$ cat config.mk
export PLATFORM = sky130hd
export DESIGN_NAME = icache_top
export DESIGN_NICKNAME = d
export VERILOG_FILES = /design/src/icache_pkg.sv /design/src/icache_top.sv /design/src/way_select.sv /design/src/cache_way.sv /design/src/fill_ctrl.sv
export SDC_FILE = /design/constraint.sdc
export NUM_CORES = 2
export LEC_CHECK = 0
export CAP_MARGIN = 10
export CELL_PAD_IN_SITES_DETAIL_PLACEMENT = 1
export CELL_PAD_IN_SITES_GLOBAL_PLACEMENT = 1
export CORE_MARGIN = 5
export CORE_UTILIZATION = 40
export DETAILED_ROUTE_END_ITERATION = 8
export DONT_BUFFER_PORTS = 1
export PLACE_DENSITY_LB_ADDON = 0.1
export SETUP_SLACK_MARGIN = 0.15
export SLEW_MARGIN = 20
export SYNTH_ARGS = -nofsm -noshare
export SYNTH_HDL_FRONTEND = slang
export SYNTH_HIERARCHICAL = 1
export SYNTH_SLANG_ARGS = --single-unit
$ cat constraint.sdc
create_clock -name clk -period 15 [get_ports clk]
set_input_delay 2.25 -clock clk [delete_from_list [all_inputs] [get_ports clk]]
set_output_delay 2.25 -clock clk [all_outputs]
set_load 0.02 [all_outputs]
$ cat src/icache_pkg.sv
package icache_pkg;

  // fetch address fields from msb to lsb are tag, set, bank and half-word offset
  localparam int ADDR_WIDTH = 16;
  localparam int SET_BITS = 3;
  localparam int BANK_BITS = 2;
  localparam int OFFSET_BITS = 1;
  localparam int TAG_WIDTH = ADDR_WIDTH - SET_BITS - BANK_BITS - OFFSET_BITS;

  // eight sets per way
  localparam int NUM_SETS = 1 << SET_BITS;

  // one line is four 16-bit banks filled as two 32-bit halves
  localparam int LINE_WIDTH = 64;
  localparam int HALF_WIDTH = 32;
  localparam int BANK_WIDTH = 16;

  // fetch address seen flat or as its fields
  typedef union packed {
    // whole word for capture and eviction reporting
    logic [ADDR_WIDTH-1:0] addr;
    // decoded view for indexing and tag compare
    struct packed {
      logic [TAG_WIDTH-1:0] tag;
      logic [SET_BITS-1:0] set;
      logic [BANK_BITS-1:0] bank;
      logic [OFFSET_BITS-1:0] half;
    } fld;
  } icache_addr_u;

endpackage
$ cat src/icache_top.sv
`timescale 1ns/1ps

module icache_top #(
  parameter int NUM_WAYS = 4
) (
  input  logic clk,
  input  logic rst,
  input  logic read_en,
  input  logic [icache_pkg::ADDR_WIDTH-1:0] read_addr,
  output logic read_hit,
  output logic [icache_pkg::BANK_WIDTH-1:0] read_data,
  input  logic write_wen,
  input  logic [icache_pkg::ADDR_WIDTH-1:0] write_addr,
  input  logic [icache_pkg::HALF_WIDTH-1:0] write_data,
  input  logic invalidate,
  input  logic chk_en,
  input  logic [icache_pkg::ADDR_WIDTH-1:0] chk_addr,
  output logic chk_hit,
  input  logic fstall,
  input  logic except,
  output logic expun_wen,
  output logic [icache_pkg::ADDR_WIDTH-1:0] expun_addr
);
  import icache_pkg::*;

  // requests broadcast to every way
  logic lookup_en;
  icache_addr_u lookup_addr;
  logic probe_en;
  icache_addr_u probe_addr;
  logic line_wen;
  icache_addr_u line_addr;
  logic [LINE_WIDTH-1:0] line_data;
  logic inv_en;
  logic [NUM_WAYS-1:0] victim_sel;
  logic [BANK_BITS-1:0] bank_sel;

  // per-way results in one slice each
  logic [NUM_WAYS-1:0] way_hit;
  logic [NUM_WAYS*LINE_WIDTH-1:0] way_data;
  logic [NUM_WAYS-1:0] way_probe_hit;
  logic [NUM_WAYS-1:0] victim_valid;
  logic [NUM_WAYS*TAG_WIDTH-1:0] victim_tag;

  fill_ctrl #(.NUM_WAYS(NUM_WAYS)) fill_ctrl_i (.*);

  for (genvar w = 0; w < NUM_WAYS; w++) begin : g_way
    cache_way way_i (
      .clk(clk),
      .rst(rst),
      .lookup_en(lookup_en),
      .lookup_addr(lookup_addr),
      .probe_en(probe_en),
      .probe_addr(probe_addr),
      .line_wen(line_wen),
      .line_addr(line_addr),
      .line_data(line_data),
      .inv_en(inv_en),
      .way_wen(victim_sel[w]),
      .way_hit(way_hit[w]),
      .way_data(way_data[w*LINE_WIDTH +: LINE_WIDTH]),
      .way_probe_hit(way_probe_hit[w]),
      .victim_valid(victim_valid[w]),
      .victim_tag(victim_tag[w*TAG_WIDTH +: TAG_WIDTH])
    );
  end

  way_select #(.NUM_WAYS(NUM_WAYS)) way_select_i (.*);

endmodule

$ cat src/way_select.sv
`timescale 1ns/1ps

module way_select #(
  parameter int NUM_WAYS = 4
) (
  input  logic clk,
  input  logic rst,
  input  logic fstall,
  input  logic except,
  input  logic lookup_en,
  input  logic line_wen,
  input  icache_pkg::icache_addr_u line_addr,
  input  logic [icache_pkg::BANK_BITS-1:0] bank_sel,
  input  logic [NUM_WAYS-1:0] victim_sel,
  input  logic [NUM_WAYS-1:0] way_hit,
  input  logic [NUM_WAYS*icache_pkg::LINE_WIDTH-1:0] way_data,
  input  logic [NUM_WAYS-1:0] way_probe_hit,
  input  logic [NUM_WAYS-1:0] victim_valid,
  input  logic [NUM_WAYS*icache_pkg::TAG_WIDTH-1:0] victim_tag,
  output logic read_hit,
  output logic [icache_pkg::BANK_WIDTH-1:0] read_data,
  output logic chk_hit,
  output logic expun_wen,
  output logic [icache_pkg::ADDR_WIDTH-1:0] expun_addr
);
  import icache_pkg::*;

  logic [LINE_WIDTH-1:0] hit_line;
  logic [TAG_WIDTH-1:0] vic_tag;
  logic evict_hit;
  icache_addr_u evict_addr;

  logic hit_q;
  logic probe_q;
  logic [LINE_WIDTH-1:0] line_q;
  logic evict_wen_q;
  logic [ADDR_WIDTH-1:0] evict_addr_q;
  logic [BANK_WIDTH-1:0] bank_word;

  // and-or mux over the ways with at most one hit and one victim
  always_comb begin
    hit_line = '0;
    vic_tag = '0;
    for (int w = 0; w < NUM_WAYS; w++) begin
      hit_line |= way_data[w*LINE_WIDTH +: LINE_WIDTH] & {LINE_WIDTH{way_hit[w]}};
      vic_tag |= victim_tag[w*TAG_WIDTH +: TAG_WIDTH] & {TAG_WIDTH{victim_sel[w]}};
    end
  end

  // a fill only evicts when the chosen way was holding a line
  assign evict_hit = line_wen & |(victim_sel & victim_valid);

  // line address of the old occupant with bank and offset zero
  always_comb begin
    evict_addr.addr = '0;
    evict_addr.fld.tag = vic_tag;
    evict_addr.fld.set = line_addr.fld.set;
  end

  // first stage
  always_ff @(posedge clk) begin
    if (rst) begin
      hit_q <= 1'b0;
      probe_q <= 1'b0;
      evict_wen_q <= 1'b0;
      evict_addr_q <= '0;
    end else begin
      hit_q <= lookup_en & |way_hit;
      probe_q <= |way_probe_hit;
      evict_wen_q <= evict_hit;
      if (evict_hit) begin
        evict_addr_q <= evict_addr.addr;
      end
    end
  end

  always_ff @(posedge clk) begin
    line_q <= hit_line;
  end

  assign bank_word = line_q[bank_sel*BANK_WIDTH +: BANK_WIDTH];

  // output stage where except wins over fstall
  always_ff @(posedge clk) begin
    if (rst || except) begin
      read_hit <= 1'b0;
      read_data <= '0;
      expun_wen <= 1'b0;
      expun_addr <= '0;
    end else if (!fstall) begin
      read_hit <= hit_q;
      read_data <= hit_q ? bank_word : '0;
      expun_wen <= evict_wen_q;
      expun_addr <= evict_addr_q;
    end
  end

  // probe result bypasses the stall stage
  always_ff @(posedge clk) begin
    if (rst) begin
      chk_hit <= 1'b0;
    end else begin
      chk_hit <= probe_q;
    end
  end

  // a tag lives in at most one way of a set
  a_single_way_hit: assert property (
    @(posedge clk) disable iff (rst) $onehot0(way_hit)
  ) else $error("way_select: more than one way hit");

endmodule

$ cat src/cache_way.sv
`timescale 1ns/1ps

module cache_way (
  input  logic clk,
  input  logic rst,
  input  logic lookup_en,
  input  icache_pkg::icache_addr_u lookup_addr,
  input  logic probe_en,
  input  icache_pkg::icache_addr_u probe_addr,
  input  logic line_wen,
  input  icache_pkg::icache_addr_u line_addr,
  input  logic [icache_pkg::LINE_WIDTH-1:0] line_data,
  input  logic inv_en,
  input  logic way_wen,
  output logic way_hit,
  output logic [icache_pkg::LINE_WIDTH-1:0] way_data,
  output logic way_probe_hit,
  output logic victim_valid,
  output logic [icache_pkg::TAG_WIDTH-1:0] victim_tag
);
  import icache_pkg::*;

  logic [NUM_SETS-1:0] valid;
  logic [TAG_WIDTH-1:0] tag_mem [NUM_SETS];
  logic [LINE_WIDTH-1:0] data_mem [NUM_SETS];

  logic fill_this_way;
  logic inv_match;

  assign fill_this_way = line_wen & way_wen;

  // invalidate hits whichever way holds the tag
  assign inv_match = inv_en & valid[line_addr.fld.set]
                   & (tag_mem[line_addr.fld.set] == line_addr.fld.tag);

  // valid bits
  always_ff @(posedge clk) begin
    if (rst) begin
      valid <= '0;
    end else if (fill_this_way) begin
      valid[line_addr.fld.set] <= 1'b1;
    end else if (inv_match) begin
      valid[line_addr.fld.set] <= 1'b0;
    end
  end

  // tag and line storage
  always_ff @(posedge clk) begin
    if (fill_this_way) begin
      tag_mem[line_addr.fld.set] <= line_addr.fld.tag;
      data_mem[line_addr.fld.set] <= line_data;
    end
  end

  // fetch lookup sends the whole line out and the bank is picked later
  assign way_hit = lookup_en & valid[lookup_addr.fld.set]
                 & (tag_mem[lookup_addr.fld.set] == lookup_addr.fld.tag);
  assign way_data = data_mem[lookup_addr.fld.set];

  // presence check only
  assign way_probe_hit = probe_en & valid[probe_addr.fld.set]
                       & (tag_mem[probe_addr.fld.set] == probe_addr.fld.tag);

  // current occupant of the fill set before the write lands
  assign victim_valid = valid[line_addr.fld.set];
  assign victim_tag = tag_mem[line_addr.fld.set];

endmodule

$ cat src/fill_ctrl.sv
`timescale 1ns/1ps

module fill_ctrl #(
  parameter int NUM_WAYS = 4
) (
  input  logic clk,
  input  logic rst,
  input  logic read_en,
  input  logic [icache_pkg::ADDR_WIDTH-1:0] read_addr,
  input  logic write_wen,
  input  logic [icache_pkg::ADDR_WIDTH-1:0] write_addr,
  input  logic [icache_pkg::HALF_WIDTH-1:0] write_data,
  input  logic invalidate,
  input  logic chk_en,
  input  logic [icache_pkg::ADDR_WIDTH-1:0] chk_addr,
  output logic lookup_en,
  output icache_pkg::icache_addr_u lookup_addr,
  output logic probe_en,
  output icache_pkg::icache_addr_u probe_addr,
  output logic line_wen,
  output icache_pkg::icache_addr_u line_addr,
  output logic [icache_pkg::LINE_WIDTH-1:0] line_data,
  output logic inv_en,
  output logic [NUM_WAYS-1:0] victim_sel,
  output logic [icache_pkg::BANK_BITS-1:0] bank_sel
);
  import icache_pkg::*;

  localparam int PTR_BITS = (NUM_WAYS > 1) ? $clog2(NUM_WAYS) : 1;

  // bit 0 marks the high-half beat, bit 1 the line write
  logic [1:0] wen_step;
  // round-robin victim pointer per set
  logic [PTR_BITS-1:0] rr_ptr [NUM_SETS];
  logic [PTR_BITS-1:0] cur_ptr;

  assign line_wen = wen_step[1];
  assign cur_ptr = rr_ptr[line_addr.fld.set];

  // request strobes and fill sequencing
  always_ff @(posedge clk) begin
    if (rst) begin
      lookup_en <= 1'b0;
      probe_en <= 1'b0;
      inv_en <= 1'b0;
      wen_step <= 2'b00;
    end else begin
      lookup_en <= read_en;
      probe_en <= chk_en;
      inv_en <= invalidate;
      wen_step <= {wen_step[0], write_wen};
    end
  end

  // request payloads
  always_ff @(posedge clk) begin
    if (read_en) begin
      lookup_addr.addr <= read_addr;
    end
    if (chk_en) begin
      probe_addr.addr <= chk_addr;
    end
    if (write_wen || invalidate) begin
      line_addr.addr <= write_addr;
    end
    // low half first and high half on the following beat
    if (write_wen) begin
      line_data[HALF_WIDTH-1:0] <= write_data;
    end
    if (wen_step[0]) begin
      line_data[LINE_WIDTH-1:HALF_WIDTH] <= write_data;
    end
    // bank field lines up with the read result one stage later
    bank_sel <= lookup_addr.fld.bank;
  end

  // step the set's pointer once its line is written
  always_ff @(posedge clk) begin
    if (rst) begin
      for (int s = 0; s < NUM_SETS; s++) begin
        rr_ptr[s] <= '0;
      end
    end else if (line_wen) begin
      if (cur_ptr == PTR_BITS'(NUM_WAYS - 1)) begin
        rr_ptr[line_addr.fld.set] <= '0;
      end else begin
        rr_ptr[line_addr.fld.set] <= cur_ptr + 1'b1;
      end
    end
  end

  // one-hot victim for the set being filled
  always_comb begin
    for (int w = 0; w < NUM_WAYS; w++) begin
      victim_sel[w] = (cur_ptr == PTR_BITS'(w));
    end
  end

  // a new fill may not start on the high-half beat of the previous one
  a_no_back_to_back_fill: assert property (
    @(posedge clk) disable iff (rst) wen_step[0] |-> !write_wen
  ) else $error("fill_ctrl: write_wen during second fill beat");

endmodule

Word-level counts from Yosys, hierarchy flattened
Memory sizes are Yosys's and may differ from the RTL's. A register that Yosys moved wholly into a read port is not among the register bits.
Cells that the tools add are included.
{"block": "word_totals", "output_inout_bits": 35, "in_bits": 88, "ram_bits": 2384, "elab_cells": 195, "latch_bits": 0, "mem_bits_ro": 0, "memories": 9, "register_bits": 263}
{"block": "classes", "n_mul": 0, "n_eq_ne": 15, "n_div": 0, "magnitude_cmp": 4, "reduce_logical": 12, "addsub": 1, "n_shift": 1, "bitwise": 55, "muxes": 74}
{"name": "g_way[0].way_i.data_mem", "words": 8, "width": 64, "rd": 1, "rd_clocked_by_memory_dff": 1, "write_ports": 1, "line_no": "cache_way.sv:25", "rtl": "logic [LINE_WIDTH-1:0] data_mem [NUM_SETS];"}
{"name": "g_way[1].way_i.data_mem", "words": 8, "width": 64, "rd": 1, "rd_clocked_by_memory_dff": 1, "write_ports": 1, "line_no": "cache_way.sv:25"}
{"name": "g_way[2].way_i.data_mem", "words": 8, "width": 64, "rd": 1, "rd_clocked_by_memory_dff": 1, "write_ports": 1, "line_no": "cache_way.sv:25"}
{"name": "g_way[3].way_i.data_mem", "words": 8, "width": 64, "rd": 1, "rd_clocked_by_memory_dff": 1, "write_ports": 1, "line_no": "cache_way.sv:25"}
{"name": "g_way[0].way_i.tag_mem", "words": 8, "width": 10, "rd": 3, "rd_clocked_by_memory_dff": 3, "write_ports": 1, "line_no": "cache_way.sv:24", "rtl": "logic [TAG_WIDTH-1:0] tag_mem [NUM_SETS];"}
{"name": "g_way[1].way_i.tag_mem", "words": 8, "width": 10, "rd": 3, "rd_clocked_by_memory_dff": 3, "write_ports": 1, "line_no": "cache_way.sv:24"}
{"name": "+3 memories"}
{"op": "AND 64 bit", "count": 4}
{"op": "OR 64 bit", "count": 3}
{"op": "equality test 10 bit", "count": 12}
{"op": "2-to-1 mux 8 bit", "count": 8}
{"op": "indexed part select 64 x 7 -> 16 bit", "count": 1}
{"op": "2-to-1 mux 3 bit", "count": 18}
{"op": "AND 10 bit", "count": 4}
{"op": "binary-select mux 1 bit (select 3 bit)", "count": 12}
{"op": "AND 8 bit", "count": 4}
{"op": "2-to-1 mux 1 bit", "count": 32}
{"op": "OR 8 bit", "count": 4}
{"op": "AND 1 bit", "count": 30}
{"op": "OR 10 bit", "count": 3}
{"op": "2-to-1 mux 16 bit", "count": 1}
{"op": "less-than comparator 3 x 4 -> 1 bit (second input constant)", "count": 3}
{"op": "OR reduction 4 bit", "count": 3}
{"op": "inverter 8 bit", "count": 1}
{"op": "nonzero test 2 bit", "count": 4}
{"op": "AND 4 bit", "count": 1}
{"op": "equality test 2 bit (second input constant)", "count": 2}
{"op": "2-to-1 mux 2 bit", "count": 2}
{"op": "demux 1 bit (select 3 bit)", "count": 1}
{"op": ">= comparator 3 x 1 -> 1 bit (second input constant)", "count": 1}
{"op": "adder 2 x 1 -> 2 bit (second input constant)", "count": 1}
{"op": "other kinds (6)", "count": 7}

Depth between registers and ports, before layout
{"block": "logic_depth", "depth_word": 8, "mapped_depth": 12, "depth_no_buf": 10}

Cells and area by module
Netlist, hierarchy kept.
{"module": "cache_way at g_way[1].way_i ...", "cells_per_inst": 1102, "seq_area_each_um2": 17937.2, "area_per_inst_um2": 24437.2, "n_inst": 3}
{"module": "cache_way at g_way[0].way_i", "cells_per_inst": 1086, "seq_area_each_um2": 17937.2, "area_per_inst_um2": 24377.1, "n_inst": 1}
{"module": "way_select", "cells_per_inst": 488, "seq_area_each_um2": 2242.2, "area_per_inst_um2": 4936.0, "n_inst": 1}
{"module": "fill_ctrl", "cells_per_inst": 205, "seq_area_each_um2": 4043.9, "area_per_inst_um2": 4576.9, "n_inst": 1}

Worst setup path before layout
Ideal clock, no wire load.
{"block": "synth_path", "path_kind": "register -> register", "from": "register (tool-made name)", "to": "memory g_way[0].way_i.data_mem[0][0], enable pin", "setup_time_ns": 0.508, "arrival_time_ns": 5.114, "path_stages_with_launch": 10, "setup_slack_ns": 9.378, "cell_sequence": "dfxtp_1 buf_6 mux2_1 mux4_2 buf_6 inv_1 ha_1 nand2_1 or2_2 nor2_1"}
{"element": "end, declared", "line_no": "cache_way.sv:25"}

Final worst setup path
{"block": "layout_path", "from": "register fill_ctrl_i/lookup_addr[3] (netlist bit)", "to": "register way_select_i.hit_q"}
{"block": "layout_between", "elab_chain_cells": 6, "word_cells_on_any_way": 18}
{"element": "start, declared", "line_no": "fill_ctrl.sv:17", "rtl": "output icache_pkg::icache_addr_u lookup_addr,"}
{"element": "binary-select mux 1 bit (select 3 bit)", "line_no": "cache_way.sv:56", "rtl": "assign way_hit = lookup_en & valid[lookup_addr.fld.set]"}
{"element": "2-to-1 mux 1 bit (not written as such)", "line_no": "cache_way.sv:56"}
{"element": "AND 1 bit", "line_no": "cache_way.sv:56"}
{"element": "AND 1 bit", "line_no": "cache_way.sv:57", "rtl": "& (tag_mem[lookup_addr.fld.set] == lookup_addr.fld.tag);"}
{"element": "named net way_hit[0]", "line_no": "icache_top.sv:39", "rtl": "logic [NUM_WAYS-1:0] way_hit;"}
{"element": "OR reduction 4 bit", "line_no": "way_select.sv:68", "rtl": "hit_q <= lookup_en & |way_hit;"}
{"element": "AND 1 bit", "line_no": "way_select.sv:68"}
{"element": "end signal, assigned", "line_no": "way_select.sv:68"}
{"element": "end, declared", "line_no": "way_select.sv:33", "rtl": "logic hit_q;"}
The timed path passes the listed nets, and every way through them passes these cells. The select of a mux whose other input is x is not followed.
A chain may end at the register's enable or synchronous reset.

==> metrics <==
clock sinks 2643; leak pwr 38.48 nW; largest net degree at the start of global routing 111; fin crit share 46.66%; final hold violation count 0; Post-Synthesis Cells 5078; CP startpoint kind flip-flop; WP data arrival 7.68 ns; DP HPWL 168900 um; Root Driver clkbuf_16; Switch Pwr 3.656 mW; Die X 527.2 um; crit path cell chain buf_4, buf_4, buf_4, mux4_2, mux2i_1, xor2_1, nand4_1, or4_1, nor4_4, buf_4, buf_4, nor4_1, nor3b_1; nets 5324; Die Y 527.2 um; routability cong. 0.7919; worst vdd ir 0.1154 mV; post_cts resized 0; Fmax 0.1429 GHz; Vias 53380; internal power 12.67 mW; Max clock buf depth 4; Seq pwr share 50.7%; Crit path top cell by count buf_4; Pwr per Cell Area 135.1 mW/mm2; status finished clean; worst slew pin tran 1.122 ns; Setup crit end kind flip-flop; vias in the first global route 55920; RSZ-0062 raised after global routing no; Comb pwr share 6.5%; Starting Density 40.25%; core region area 0.2658 mm2; initial antenna violation count 23; dpl cells 8462; register area 0.07783 mm2; clock period minus worst slack 6.999 ns; Hold-fix buffers, CTS 0; Overflow after GRT 0; clock power share 42.9%; post-route insts no fill 9009; I/O pins 123; Post-Syn Area 0.1070 mm2; Multi-input gate area 0.02799 mm2; critical path fanouts, max 39; setup bufs post-CTS 0; largest stage delay on the critical path 0.77 ns; WL/cell 35.49 um; Site Rows 189; Num CTS Buffers 300; final setup violation count 0; final WL 319700 um; Clock Pin Slew Worst Setup and Hold Paths 0.06 ns; TritonRoute pass-1 iters 5; min-delay worst type flip-flop to flip-flop; Buffers on Ports 0; DR DRC count 0; sw frac 22.39%; Skew-Pair Late Insertion Delay 0.87 ns; Crit path required time 15.68 ns; hold_ws 0.3428 ns; Setup CP Type flip-flop to flip-flop; Avg Cell Area, Syn 21.07 um2; DRT iter0 DRCs 4920; Final ANT Viol Nets 0; Slowest-stage cell, CP buf_4; Vias/cell 5.925; fillers 24170; Total GRT Usage 22.69%; clock skew 0.05735 ns; max-slew violations 0; first-pass GRT wire length 448000 um; die area 0.2779 mm2; H-tree depth 5; TritonCTS clock tree built; Rel. slew slack 24.56%; Max-Cap Viols 0; Yosys warnings 6; area delta synth->final 12.97%; layout cell share with drive strength beyond 1 29.36%; setup_tns 0 ns
-- worst paths after layout --
check / from / endpoint / slack, ns / cells past startpoint
max: fill_ctrl_i/lookup_addr[3]$_DFFE_PP_ / way_select_i/hit_q$_SDFF_PP0_ / 8.00 / 13
min: fill_ctrl_i/lookup_addr[1]$_DFFE_PP_ / fill_ctrl_i/bank_sel[0]$_DFF_P_ / 0.34 / 0
max reg2reg: fill_ctrl_i/lookup_addr[3]$_DFFE_PP_ / way_select_i/hit_q$_SDFF_PP0_ / 8.00 / 13
min reg2reg: fill_ctrl_i/lookup_addr[1]$_DFFE_PP_ / fill_ctrl_i/bank_sel[0]$_DFF_P_ / 0.34 / 0
-- critical path: cells and delay by family (launching register included) --
kind / cells / cell delay, ns
buf+inv: 5 / 3.39
simple gates: 5 / 1.78
mux: 2 / 0.89
flops: 1 / 0.33
xor+xnor: 1 / 0.17
-- placed cells by master, fill, tap and decap left out, types with 40 or more instances in the layout --
cell / instances
edfxtp_1: 2489
mux4_2: 694
clkbuf_16: 313
mux2_2: 292
mux2i_1: 235
dfxtp_1: 152
a22oi_1: 148
buf_4: 126
nand2_1: 110
clkbuf_1: 91
xor2_1: 57
nor2_1: 48
clkinv_1: 45
xnor2_1: 43
clkinv_2: 42
nor3_1: 40
a21oi_1: 40
-- power by group through the flow --
stage	clock, mW	combinational, mW	sequential, mW
4_1_cts	7.17	1.07	8.27
3_3_place_gp	0	1.06	8.42
3_5_place_dp	0	1.06	8.43
2_1_floorplan	0	0.742	8.38
5_1_grt	7.51	1.11	8.28
6_report	7.00	1.05	8.27
-- per-stage QoR --
stage	power (mW)	util [%]	setup slack, ns	instance area [um2]
after floorplan	9.124	-	9.378	107000
after global placement	9.474	41.96	7.950	111500
after detailed placement	9.491	41.97	7.956	111600
after CTS	16.51	45.46	7.930	120800
after global routing	16.90	45.47	7.762	120900
final	16.33	45.47	8.001	120900
-- layer usage --
| layer | routed length (um) | GRT usage [%] | part of all wire [%] |
|---|---|---|---|
| met1 | 141400 | 32.31 | 44 |
| met2 | 156200 | 37.59 | 49 |
| met3 | 14480 | 2.844 | 4.5 |
| met4 | 7609 | 5.342 | 2.4 |
| met5 | 0 | 0 | 0 |
-- cell type report --
class,instances,share of cell area (%)
flip-flops and latches,2643,64.39
multi-input cells,2127,23.16
clock buffers,424,6.986
well taps,3533,3.657
repair buffers,142,1.043
clock inverters,112,0.6843
inverters,18,0.05590
diodes,10,0.02070
-- state kept, by name, indices dropped and copies added (netlist names), 2 cells and up, named ones only --
| signal | flops |
|---|---|
| g_way.way_i/data_mem | 2048 |
| way_select_i/line_q | 64 |
| fill_ctrl_i/line_addr | 13 |
| way_select_i/read_data | 16 |
| way_select_i/evict_addr_q | 13 |
| g_way.way_i/tag_mem | 320 |
| fill_ctrl_i/line_data | 64 |
| fill_ctrl_i/probe_addr | 13 |
| fill_ctrl_i/bank_sel | 2 |
| fill_ctrl_i/rr_ptr | 16 |
| fill_ctrl_i/wen_step | 2 |
| fill_ctrl_i/lookup_addr | 15 |
| way_select_i/expun_addr | 13 |
Note: power is estimated with default switching activity, not from simulation.
